**config.mk**
```make
export PLATFORM = sky130hd
export DESIGN_NAME = bp_top
export DESIGN_NICKNAME = d
export VERILOG_FILES = /design/src/logic/bp_pkg.sv /design/src/logic/bp_top.sv /design/src/logic/bp_ctrl.sv /design/src/logic/bp_pht.sv /design/src/logic/bp_btb.sv
export VERILOG_INCLUDE_DIRS = /design/src /design/src/logic
export SDC_FILE = /design/constraint.sdc
export NUM_CORES = 2
export LEC_CHECK = 0
export BUFFER_PORTS_ARGS = -buffer_cell sky130_fd_sc_hd__buf_2
export CAP_MARGIN = 0
export CELL_PAD_IN_SITES_DETAIL_PLACEMENT = 1
export CELL_PAD_IN_SITES_GLOBAL_PLACEMENT = 2
export CORE_MARGIN = 2
export CORE_UTILIZATION = 51
export DETAILED_ROUTE_END_ITERATION = 7
export PLACE_DENSITY_LB_ADDON = 0.05
export SKIP_LAST_GASP = 1
export SLEW_MARGIN = 20
export SYNTH_ARGS = -nofsm -noshare
export SYNTH_HDL_FRONTEND = slang
export SYNTH_SLANG_ARGS = --single-unit
```
**constraint.sdc**
```tcl
create_clock -name clk -period 6.4 [get_ports clk]
set_input_delay 0.32 -clock clk [delete_from_list [all_inputs] [get_ports clk]]
set_output_delay 0.32 -clock clk [all_outputs]
set_load 0.01 [all_outputs]
```
**src/logic/bp_cfg.svh**
```systemverilog
// Size and width macros for the branch predictor tables
`ifndef BP_CFG_SVH
`define BP_CFG_SVH

// Address width of PCs and targets
`define BP_XLEN 32

// Direct-mapped BTB depth, power of two
`define BP_BTB_ENTRIES 32

// Global history length
// Also sets the gshare table depth
`define BP_GHR_BITS 5

// One counter per history pattern
`define BP_PHT_ENTRIES (1 << `BP_GHR_BITS)

`endif
```
**src/logic/bp_pkg.sv**
```systemverilog
// Predictor types, kind and state enums, opcode and command constants, prediction structs
package bp_pkg;

`include "bp_cfg.svh"

    localparam int XLEN        = `BP_XLEN;
    localparam int BTB_ENTRIES = `BP_BTB_ENTRIES;
    localparam int BTB_IDX_W   = $clog2(`BP_BTB_ENTRIES);
    localparam int BTB_TAG_W   = `BP_XLEN - BTB_IDX_W - 2;
    localparam int PHT_ENTRIES = `BP_PHT_ENTRIES;
    localparam int PHT_IDX_W   = `BP_GHR_BITS;

    // Sweep covers the deeper of the two tables
    localparam int SWEEP_DEPTH = (BTB_ENTRIES > PHT_ENTRIES) ? BTB_ENTRIES : PHT_ENTRIES;
    localparam int SWEEP_W     = $clog2(SWEEP_DEPTH);

    typedef logic [XLEN-1:0]      addr_t;
    typedef logic [BTB_IDX_W-1:0] btb_idx_t;
    typedef logic [BTB_TAG_W-1:0] btb_tag_t;
    typedef logic [PHT_IDX_W-1:0] pht_idx_t;
    typedef logic [1:0]           ctr_t;
    typedef logic [6:0]           opcode_t;
    typedef logic [1:0]           pht_cmd_t;
    typedef logic [SWEEP_W-1:0]   sweep_cnt_t;

    localparam sweep_cnt_t SWEEP_LAST = sweep_cnt_t'(SWEEP_DEPTH - 1);

    typedef enum logic [1:0] {
        KIND_NONE,
        KIND_JUMP,
        KIND_BRANCH
    } br_kind_e;

    typedef enum logic {
        ST_CLEAR,
        ST_RUN
    } ctrl_state_e;

    localparam opcode_t OP_JAL    = 7'b1101111;
    localparam opcode_t OP_JALR   = 7'b1100111;
    localparam opcode_t OP_BRANCH = 7'b1100011;

    // Counter write commands
    localparam pht_cmd_t PHT_CMD_HOLD = 2'b00;
    localparam pht_cmd_t PHT_CMD_INC  = 2'b01;
    localparam pht_cmd_t PHT_CMD_DEC  = 2'b10;
    localparam pht_cmd_t PHT_CMD_CLR  = 2'b11;

    typedef struct packed {
        logic     hit;
        logic     taken;
        addr_t    target;
        pht_idx_t pht_idx;
    } bp_pred_t;

    typedef struct packed {
        addr_t    pc;
        addr_t    target;
        opcode_t  opcode;
        logic     taken;
        pht_idx_t pht_idx;
    } bp_update_t;

endpackage

```
**src/logic/bp_top.sv**
```systemverilog
// Branch prediction unit top level: control, target buffer and counter table
`timescale 1ns/1ps

module bp_top (
    input  logic                clk,
    input  logic                rst_i,

    input  bp_pkg::addr_t       pc_i,
    input  logic                upd_valid_i,
    input  bp_pkg::bp_update_t  upd_i,
    input  logic                ghr_clear_i,

    output bp_pkg::bp_pred_t    pred_o,
    output logic                ready_o
);

    logic                btb_hit;
    bp_pkg::br_kind_e    btb_kind;
    bp_pkg::addr_t       btb_target;
    logic                btb_wr_en;
    bp_pkg::addr_t       btb_wr_pc;
    bp_pkg::addr_t       btb_wr_target;
    bp_pkg::br_kind_e    btb_wr_kind;
    logic                btb_wr_valid;

    bp_pkg::ctr_t        pht_ctr;
    bp_pkg::pht_idx_t    pht_rd_idx;
    logic                pht_wr_en;
    bp_pkg::pht_idx_t    pht_wr_idx;
    bp_pkg::pht_cmd_t    pht_wr_cmd;

    bp_ctrl u_ctrl (
        .clk             (clk),
        .rst_i           (rst_i),
        .pc_i            (pc_i),
        .upd_valid_i     (upd_valid_i),
        .upd_i           (upd_i),
        .ghr_clear_i     (ghr_clear_i),
        .btb_hit_i       (btb_hit),
        .btb_kind_i      (btb_kind),
        .btb_target_i    (btb_target),
        .btb_wr_en_o     (btb_wr_en),
        .btb_wr_pc_o     (btb_wr_pc),
        .btb_wr_target_o (btb_wr_target),
        .btb_wr_kind_o   (btb_wr_kind),
        .btb_wr_valid_o  (btb_wr_valid),
        .pht_ctr_i       (pht_ctr),
        .pht_rd_idx_o    (pht_rd_idx),
        .pht_wr_en_o     (pht_wr_en),
        .pht_wr_idx_o    (pht_wr_idx),
        .pht_wr_cmd_o    (pht_wr_cmd),
        .pred_o          (pred_o),
        .ready_o         (ready_o)
    );

    bp_btb u_btb (
        .clk         (clk),
        .rst_i       (rst_i),
        .rd_pc_i     (pc_i),
        .hit_o       (btb_hit),
        .kind_o      (btb_kind),
        .target_o    (btb_target),
        .wr_en_i     (btb_wr_en),
        .wr_pc_i     (btb_wr_pc),
        .wr_target_i (btb_wr_target),
        .wr_kind_i   (btb_wr_kind),
        .wr_valid_i  (btb_wr_valid)
    );

    bp_pht u_pht (
        .clk      (clk),
        .rd_idx_i (pht_rd_idx),
        .ctr_o    (pht_ctr),
        .wr_en_i  (pht_wr_en),
        .wr_idx_i (pht_wr_idx),
        .wr_cmd_i (pht_wr_cmd)
    );

endmodule

```
**src/logic/bp_ctrl.sv**
```systemverilog
// Predictor control: clear sweep FSM, global history, gshare index, update steering, decision
`timescale 1ns/1ps

module bp_ctrl (
    input  logic                clk,
    input  logic                rst_i,

    input  bp_pkg::addr_t       pc_i,
    input  logic                upd_valid_i,
    input  bp_pkg::bp_update_t  upd_i,
    input  logic                ghr_clear_i,

    // BTB lookup result
    input  logic                btb_hit_i,
    input  bp_pkg::br_kind_e    btb_kind_i,
    input  bp_pkg::addr_t       btb_target_i,

    // BTB write
    output logic                btb_wr_en_o,
    output bp_pkg::addr_t       btb_wr_pc_o,
    output bp_pkg::addr_t       btb_wr_target_o,
    output bp_pkg::br_kind_e    btb_wr_kind_o,
    output logic                btb_wr_valid_o,

    // PHT lookup and write
    input  bp_pkg::ctr_t        pht_ctr_i,
    output bp_pkg::pht_idx_t    pht_rd_idx_o,
    output logic                pht_wr_en_o,
    output bp_pkg::pht_idx_t    pht_wr_idx_o,
    output bp_pkg::pht_cmd_t    pht_wr_cmd_o,

    output bp_pkg::bp_pred_t    pred_o,
    output logic                ready_o
);

    bp_pkg::ctrl_state_e  state_q;
    bp_pkg::sweep_cnt_t   sweep_cnt_q;
    bp_pkg::pht_idx_t     ghr_q;

    bp_pkg::pht_idx_t     gshare_idx;
    bp_pkg::br_kind_e     upd_kind;
    bp_pkg::addr_t        sweep_pc;
    logic                 running;
    logic                 clearing;
    logic                 upd_go;
    logic                 upd_branch;
    logic                 pred_hit;

    assign running  = (state_q == bp_pkg::ST_RUN);
    assign clearing = (state_q == bp_pkg::ST_CLEAR);

    always_ff @(posedge clk) begin
        if (rst_i) begin
            state_q     <= bp_pkg::ST_CLEAR;
            sweep_cnt_q <= '0;
        end else if (clearing) begin
            sweep_cnt_q <= sweep_cnt_q + 1'b1;
            if (sweep_cnt_q == bp_pkg::SWEEP_LAST) begin
                state_q <= bp_pkg::ST_RUN;
            end
        end
    end

    // Resolved opcode to entry kind
    always_comb begin
        case (upd_i.opcode)
            bp_pkg::OP_JAL, bp_pkg::OP_JALR: upd_kind = bp_pkg::KIND_JUMP;
            bp_pkg::OP_BRANCH:               upd_kind = bp_pkg::KIND_BRANCH;
            default:                         upd_kind = bp_pkg::KIND_NONE;
        endcase
    end

    assign upd_go     = running && upd_valid_i && (upd_kind != bp_pkg::KIND_NONE);
    assign upd_branch = upd_go && (upd_kind == bp_pkg::KIND_BRANCH);

    // History clear wins over a shift in the same cycle
    always_ff @(posedge clk) begin
        if (rst_i || ghr_clear_i) begin
            ghr_q <= '0;
        end else if (upd_branch) begin
            ghr_q <= {ghr_q[bp_pkg::PHT_IDX_W-2:0], upd_i.taken};
        end
    end

    assign gshare_idx = pc_i[bp_pkg::PHT_IDX_W+1:2] ^ ghr_q;

    always_comb begin
        sweep_pc = '0;
        sweep_pc[bp_pkg::BTB_IDX_W+1:2] = sweep_cnt_q[bp_pkg::BTB_IDX_W-1:0];
    end

    // Sweep owns both write ports until the tables are clear
    assign btb_wr_en_o     = clearing || upd_go;
    assign btb_wr_pc_o     = clearing ? sweep_pc : upd_i.pc;
    assign btb_wr_target_o = clearing ? '0 : upd_i.target;
    assign btb_wr_kind_o   = clearing ? bp_pkg::KIND_NONE : upd_kind;
    assign btb_wr_valid_o  = !clearing;

    assign pht_rd_idx_o = gshare_idx;
    assign pht_wr_en_o  = clearing || upd_branch;
    assign pht_wr_idx_o = clearing ? sweep_cnt_q[bp_pkg::PHT_IDX_W-1:0] : upd_i.pht_idx;

    always_comb begin
        if (clearing) begin
            pht_wr_cmd_o = bp_pkg::PHT_CMD_CLR;
        end else if (upd_branch) begin
            pht_wr_cmd_o = upd_i.taken ? bp_pkg::PHT_CMD_INC : bp_pkg::PHT_CMD_DEC;
        end else begin
            pht_wr_cmd_o = bp_pkg::PHT_CMD_HOLD;
        end
    end

    // Jumps always taken, branches follow the counter MSB
    assign pred_hit = running && btb_hit_i;

    assign pred_o.hit     = pred_hit;
    assign pred_o.taken   = pred_hit && ((btb_kind_i == bp_pkg::KIND_JUMP) ||
                            ((btb_kind_i == bp_pkg::KIND_BRANCH) && pht_ctr_i[1]));
    assign pred_o.target  = pred_hit ? btb_target_i : '0;
    assign pred_o.pht_idx = gshare_idx;

    assign ready_o = running;

endmodule

```
**src/logic/bp_pht.sv**
```systemverilog
// Gshare pattern history table of 2-bit saturating counters
`timescale 1ns/1ps

module bp_pht (
    input  logic               clk,

    // Combinational lookup
    input  bp_pkg::pht_idx_t   rd_idx_i,
    output bp_pkg::ctr_t       ctr_o,

    // Training and clear writes
    input  logic               wr_en_i,
    input  bp_pkg::pht_idx_t   wr_idx_i,
    input  bp_pkg::pht_cmd_t   wr_cmd_i
);

    bp_pkg::ctr_t ctr_q [bp_pkg::PHT_ENTRIES];

    bp_pkg::ctr_t cur_ctr;
    bp_pkg::ctr_t nxt_ctr;

    assign ctr_o   = ctr_q[rd_idx_i];
    assign cur_ctr = ctr_q[wr_idx_i];

    // Next counter value for the selected command
    always_comb begin
        nxt_ctr = cur_ctr;
        case (wr_cmd_i)
            bp_pkg::PHT_CMD_INC: begin
                if (cur_ctr != 2'b11) begin
                    nxt_ctr = cur_ctr + 2'd1;
                end
            end
            bp_pkg::PHT_CMD_DEC: begin
                if (cur_ctr != 2'b00) begin
                    nxt_ctr = cur_ctr - 2'd1;
                end
            end
            // Weakly not taken
            bp_pkg::PHT_CMD_CLR: begin
                nxt_ctr = 2'b01;
            end
            default: begin
                nxt_ctr = cur_ctr;
            end
        endcase
    end

    always_ff @(posedge clk) begin
        if (wr_en_i) begin
            ctr_q[wr_idx_i] <= nxt_ctr;
        end
    end

endmodule

```
**src/logic/bp_btb.sv**
```systemverilog
// Direct-mapped branch target buffer with one lookup port and one write port
`timescale 1ns/1ps

module bp_btb (
    input  logic               clk,
    input  logic               rst_i,

    // Lookup from fetch
    input  bp_pkg::addr_t      rd_pc_i,
    output logic               hit_o,
    output bp_pkg::br_kind_e   kind_o,
    output bp_pkg::addr_t      target_o,

    // Update or clear write
    input  logic               wr_en_i,
    input  bp_pkg::addr_t      wr_pc_i,
    input  bp_pkg::addr_t      wr_target_i,
    input  bp_pkg::br_kind_e   wr_kind_i,
    input  logic               wr_valid_i
);

    // Entry storage, cleared by the sweep in control
    bp_pkg::btb_tag_t  tag_q    [bp_pkg::BTB_ENTRIES];
    bp_pkg::addr_t     target_q [bp_pkg::BTB_ENTRIES];
    bp_pkg::br_kind_e  kind_q   [bp_pkg::BTB_ENTRIES];
    logic              valid_q  [bp_pkg::BTB_ENTRIES];

    bp_pkg::btb_idx_t  rd_idx;
    bp_pkg::btb_tag_t  rd_tag;
    bp_pkg::btb_idx_t  wr_idx;
    bp_pkg::btb_tag_t  wr_tag;
    logic              tag_eq;

    // Index sits just above the halfword bits, tag takes the rest
    assign rd_idx = rd_pc_i[bp_pkg::BTB_IDX_W+1:2];
    assign rd_tag = rd_pc_i[bp_pkg::XLEN-1:bp_pkg::BTB_IDX_W+2];
    assign wr_idx = wr_pc_i[bp_pkg::BTB_IDX_W+1:2];
    assign wr_tag = wr_pc_i[bp_pkg::XLEN-1:bp_pkg::BTB_IDX_W+2];

    assign tag_eq = (tag_q[rd_idx] == rd_tag);

    assign hit_o    = valid_q[rd_idx] && tag_eq;
    assign kind_o   = kind_q[rd_idx];
    assign target_o = target_q[rd_idx];

    // Whole entry is replaced on every write
    // Writes are held off while reset is asserted
    always_ff @(posedge clk) begin
        if (wr_en_i && !rst_i) begin
            tag_q[wr_idx]    <= wr_tag;
            target_q[wr_idx] <= wr_target_i;
            kind_q[wr_idx]   <= wr_kind_i;
            valid_q[wr_idx]  <= wr_valid_i;
        end
    end

endmodule

```
# Word-level counts from Yosys, hierarchy flattened
# Memory sizes are Yosys's and may differ from the RTL's.
# Index checks and enable logic that the tools add are counted.
[totals] ff_bits=11 ramBits=1984 output_inout_bits=40 elab_cells=59 memories=5
[memory_table] name="u_btb.target_q" words=32 width=32 rd=1 rd_clocked_by_memory_dff=0 wr=1 line="bp_btb.sv:24" text="bp_pkg::addr_t target_q [bp_pkg::BTB_ENTRIES];"
[memory_table] name="u_btb.tag_q" words=32 width=25 rd=1 rd_clocked_by_memory_dff=0 wr=1 line="bp_btb.sv:23" text="bp_pkg::btb_tag_t tag_q [bp_pkg::BTB_ENTRIES];"
[memory_table] name="u_btb.kind_q" words=32 width=2 rd=1 rd_clocked_by_memory_dff=0 wr=1 line="bp_btb.sv:25" text="bp_pkg::br_kind_e kind_q [bp_pkg::BTB_ENTRIES];"
[memory_table] name="u_pht.ctr_q" words=32 width=2 rd=2 rd_clocked_by_memory_dff=0 wr=1 line="bp_pht.sv:17" text="bp_pkg::ctr_t ctr_q [bp_pkg::PHT_ENTRIES];"
[memory_table] name="u_btb.valid_q" words=32 width=1 rd=1 rd_clocked_by_memory_dff=0 wr=1 line="bp_btb.sv:26" text="logic valid_q [bp_pkg::BTB_ENTRIES];"
[classes] n_addsub=3 n_eq_ne=12 mux=18 bitwise_logic=2 n_reduce_logical=16
[op_table] cell="32-bit two-way mux" count=3
[op_table] cell="25-bit equality test" count=1
[op_table] cell="7-bit equality test, second input constant" count=3
[op_table] cell="2-bit two-way mux" count=6
[op_table] cell="2-bit equality test, second input constant" count=4
[op_table] cell="1-bit logical AND" count=8
[op_table] cell="1-bit two-way mux" count=6
[op_table] cell="2-bit case mux with 3 select lines" count=1
[op_table] cell="5-bit by 1-bit adder with 5-bit output, second input constant" count=1
[op_table] cell="5-bit equality test, second input constant" count=1
[op_table] cell="5-bit two-way mux" count=1
[op_table] cell="5-bit XOR" count=1
[op_table] cell="2-bit by 1-bit equality test with 1-bit output, second input constant" count=2
[op_table] cell="1-bit logical OR" count=4
[op_table] cell="2-bit case mux with 2 select lines" count=1
[op_table] cell="2-bit nonzero test" count=2
[op_table] cell="2-bit by 1-bit adder with 2-bit output, second input constant" count=1
[op_table] cell="2-bit != test, second input constant" count=1
[op_table] cell="2-bit OR reduction" count=1
[op_table] cell="2-bit by 1-bit subtractor with 2-bit output, second input constant" count=1
[op_table] cell="1-bit logical NOT" count=1
[op_table] cell="1-bit NOT" count=1

# Longest topological paths before layout
[depth] depth_word=10 depth_mapped=15 mapped_depth_nobuf=8

# Cells and area by module
# From an unflattened synthesis, not the netlist that was laid out.
[unflattened] hier_cells=3428 hier_area_um2=77973.5
[modules_own_cells] module="bp_btb" n_inst=1 cells_per_inst=3003 area_each_um2=73276.5
[modules_own_cells] module="bp_pht" n_inst=1 cells_per_inst=221 area_each_um2=3300.7
[modules_own_cells] module="bp_ctrl" n_inst=1 cells_per_inst=204 area_each_um2=1396.3

# Worst setup path before layout
# Ideal clock, no wire load.
[synth_timing] kind="reg-to-reg" from="register u_ctrl.state_q (netlist: u_ctrl.btb_wr_valid_o)" to="memory u_btb.kind_q[6][0] (netlist name), enable pin" t_arrival_ns=4.961 t_required_ns=5.922 slack_ns=0.961 stages_incl_launch_ff=10 path_buffers=2 cell_sequence="dfxtp_1 -> clkbuf_1 -> clkbuf_1 -> nand4_1 -> nor3b_1 -> nand3_1 -> a21oi_1 -> nor2b_1 -> nand2_1 -> nor2_1"
[synth_via] elab_chain_len=6 word_cells_on_any_way=8 cone_classes="3 x mux; 1 x bitwise; 4 x reduce/logical"
[synth_lines] item="start, declared" line="bp_ctrl.sv:36" text="bp_pkg::ctrl_state_e state_q;"
[synth_lines] item="start signal, assigned" line="bp_ctrl.sv:54" text="state_q <= bp_pkg::ST_CLEAR;"
[synth_lines] item="start signal, assigned" line="bp_ctrl.sv:59" text="state_q <= bp_pkg::ST_RUN;"
[synth_lines] item="1-bit logical AND (2 in series)" line="bp_ctrl.sv:73" text="assign upd_go = running && upd_valid_i && (upd_kind != bp_pkg::KIND_NONE);"
[synth_lines] item="1-bit logical OR" line="bp_ctrl.sv:93" text="assign btb_wr_en_o = clearing || upd_go;"
[synth_lines] item="1-bit logical AND" line="bp_btb.sv:49" text="if (wr_en_i && !rst_i) begin"
[synth_lines] item="1-bit two-way mux" line="bp_btb.sv:49"
[synth_lines] item="1-bit two-way mux (implied by the code)" line="bp_btb.sv:52" text="kind_q[wr_idx] <= wr_kind_i;"
[synth_lines] item="end, declared" line="bp_btb.sv:25"
# Several ways; a longest one is shown, not always the timed one.

==> results.txt <==
- At the pin with the least slew margin, the transition time is 1070 ps.
- Derived from the worst setup path, the maximum achievable clock frequency is 0.201 GHz.
* Peak supply drop: 0.277 mV
* Average routed wire per standard cell: 35.2 um
- STA puts the critical path data required time at 6080 ps.
- In this run the worst setup path begins at pc_i[4].
- Unique masters post-synth: 66
- The setup path with the least slack is of type input pin to primary output.
* Clk root buf: clkbuf_16
* Number of enable flip-flop cells after synthesis: 1984
- The initial utilization of the core area, before any placement, comes to 0.512.
- The count of cells in the finished layout, fillers not included, comes to 5892.
- The tool flagged a number of max-cap violations equal to 0.
* Largest clock skew in the final design: 27.2 ps
* Die W: 394 um
* Flip-flop and latch count after synthesis: 1995
- Initial drt markers: 3622
* Synthesized cell area: 77500 sq um
- Startpoint types: input pin
- Top_reg_cell synth: edfxtp_1
- Worst-path maximum fanout: 65
* Fraction of post-synthesis cell area in the top cell type by area: 0.769
- Detail Route Antenna Nets: 0
* H-tree levels: 4
- Total vias in the final route: 37362
- Subtracting the final worst setup slack from the clock period gives 4970 ps.
- The number of gates resized after CTS was 0.
- Summed over all cells, the static leakage comes to 27.0 nW.
- Total half-perimeter wirelength after legalization and detailed placement: 109000 um
- The worst hold path begins at upd_i[28].
* Beginning of the worst register-to-register path: u_ctrl.btb_wr_valid_o
* Worst setup EP type: primary output
- Dividing total power by cell area gives a power density of 304 nW/um^2.
- Number of antenna violations at the first check in global routing: 3
- Nets: 3815
* Fraction of the yosys area taken by sequential cells: 0.772
* First-pass GRT wire length: 296000 um
- Number of placed instances with taps included: 5525
* Hold Path Class: input pin to register
- Main area contributors after synthesis: edfxtp_1 77%, mux4_2 15%, mux2i_1 1.6%
* Core footprint: 151000 sq um
- During placement, the flow inserted port buffers numbering 148.
* Number of warnings printed during yosys synthesis: 0
- Across all setup checks in the final design, the least slack found is 1430 ps.
- Synthesized Nets: 3528
* Mapped Avg Cell Area: 22.7 sq um
- Of the available clock period, the critical path in the final layout requires 0.777.
- Die ar.: 155000 sq um
* Count of boundary I/O pins: 153
- RD Place Congestion: 0.770
- Area leader, netlist: edfxtp_1
- Proportion of layout cells with a drive suffix above 1: 0.295
- Commonest non-fill, non-tap cell in the layout: edfxtp_1
* Total setup violations reported at the end of the flow: 0
- Summed over all failing endpoints, the final setup total negative slack is 0 ps.
* Pin count of the biggest net entering global routing: 85
- In the routed design, unresolved DRC markers number 0.
* Most used cells in the layout excluding fill and tap cells: 1984 x edfxtp_1, 527 x mux4_2, 204 x clkbuf_16
* Final slew viol count: 0
- Worst Path Arrival: 4650 ps
- Number of instances in the synthesized netlist: 3413
- The initialized floorplan defines 143 standard-cell rows.
- The count of final hold-check violations was 0.
- Setup repair after global routing left no endpoint under its margin.
* Global-route total usage across every layer: 0.270
- Measured against its own limit, the worst slew margin works out to 0.285.
- The number of global-route vias before repair is 39747.
* Area Overhead vs Synth: 13.0%
- After clock tree synthesis, the clock-pin slew on the worst setup and hold paths is 60 ps.
- The number of clock buffers added by TritonCTS is 198.
* Clock buffer depth: 3
- Pre-CTS setup slack: 1420 ps
* Clock sink total: 1995
- Overall power after layout: 26.6 mW
- The run finished with clean final reports.
- Measured along the y axis, the die boundary spans 394 um.
- Latest clock arrival within the worst-skew pair: 830 ps
- Number of search-and-repair iterations in the first detailed-routing pass: 5
- For this run, asynchronously set or reset flops after synthesis account for 0.
- In the routed layout, each cell is associated on average with a via count of 6.34.
- Overflow left after global routing: 0
- TritonCTS built the clock tree.
- For this block, the routed nets add up to 207000 um of wire.
-- per-stage QoR --
stage	instance area [sq um]	hold slack, ps	utilization
2_1_floorplan	77500	397	-
3_3_place_gp	81300	518	0.537
3_5_place_dp	81300	546	0.537
4_1_cts	87500	190	0.578
5_1_grt	87600	29.5	0.579
6_report	87600	46.9	0.579
-- final timing paths --
path                                               end  slack [ps]  cells past startpoint
worst max-delay path                        pred_o[24]        1430                     11
worst min-delay path            u_btb.target_q[16][15]          50                      2
worst max register to register       u_pht.ctr_q[6][0]        2260                     11
worst min register to register         u_ctrl.ghr_q[3]         560                      2
-- cell usage after synthesis, drive strengths merged (6+ instances only) --
master / instances
edfxtp: 1984
mux4: 528
mux2i: 120
buf: 97
nor2: 93
clkbuf: 82
nand2: 67
and2: 64
nor4: 45
o22ai: 39
a22oi: 31
a21oi: 20
xor2: 20
mux2: 18
o21ai: 16
nand3: 13
nor2b: 13
nor3: 13
o211ai: 12
dfxtp: 11
nand2b: 11
a221oi: 10
inv: 10
xnor2: 10
nand4: 8
o221ai: 8
a211oi: 7
a22o: 7
a31oi: 6
-- layer usage --
metal	global-route usage	up-vias	share of wire
li1	-	15145	-
met1	0.383	20577	0.41
met2	0.446	1366	0.50
met3	0.0415	274	0.062
met4	0.0677	0	0.022
met5	0	-	0
-- kinds of logic after synthesis --
kind of cell               count (synthesis)  share of synthesized area
xor gates and xnor gates                  30                    0.00339
buffers and inverters                    191                     0.0128
muxes                                    666                      0.172
adders and majority gates                  4                   0.000581
and+or+nand+nor                          345                     0.0231
AOI/OAI and AO/OA                        182                     0.0166
DFF                                     1995                      0.772
-- worst max-delay path: stages --
cell,delay (ps)
buf_6,620
buf_4,690
mux4_2,420
o211ai_1,200
o31ai_1,130
nor4_1,660
o2111a_1,330
nand4_4,140
buf_4,350
nor4_1,430
buf_2,200
-- registers in the layout, indices dropped and copies added (netlist names) --
register               cells
u_btb.kind_q              64
u_btb.tag_q              800
u_btb.target_q          1024
u_btb.valid_q             32
u_ctrl.btb_wr_valid_o      1
u_ctrl.ghr_q               5
u_ctrl.sweep_cnt_q         5
u_pht.ctr_q               64
-- power breakdown --
part / leakage (nW) / internal [mW] / switching [mW]
Sequential: 17.5 / 14.2 / 0.0250
Clock: 3.02 / 6.32 / 4.87
Combinational: 6.48 / 0.496 / 0.674
Total: 27.0 / 21.1 / 5.57
-- final cells by class --
class	instances	area [sq um]
clock inverters	120	942
diodes	2	5.00
flip-flops and latches	1995	59800
multi-input cells	1227	17000
repair buffers	266	2010
fillers	12567	63800
well taps	2030	2540
inverters	12	50.0
clock buffers	240	5240
-- timing repair --
item	in CTS	in global routing
endpoints found under the setup margin	0	0
hold buffers	3	0
endpoints found under the hold margin	11	0
buffers inserted	0	0
Note: power is estimated with default switching activity, not from simulation.
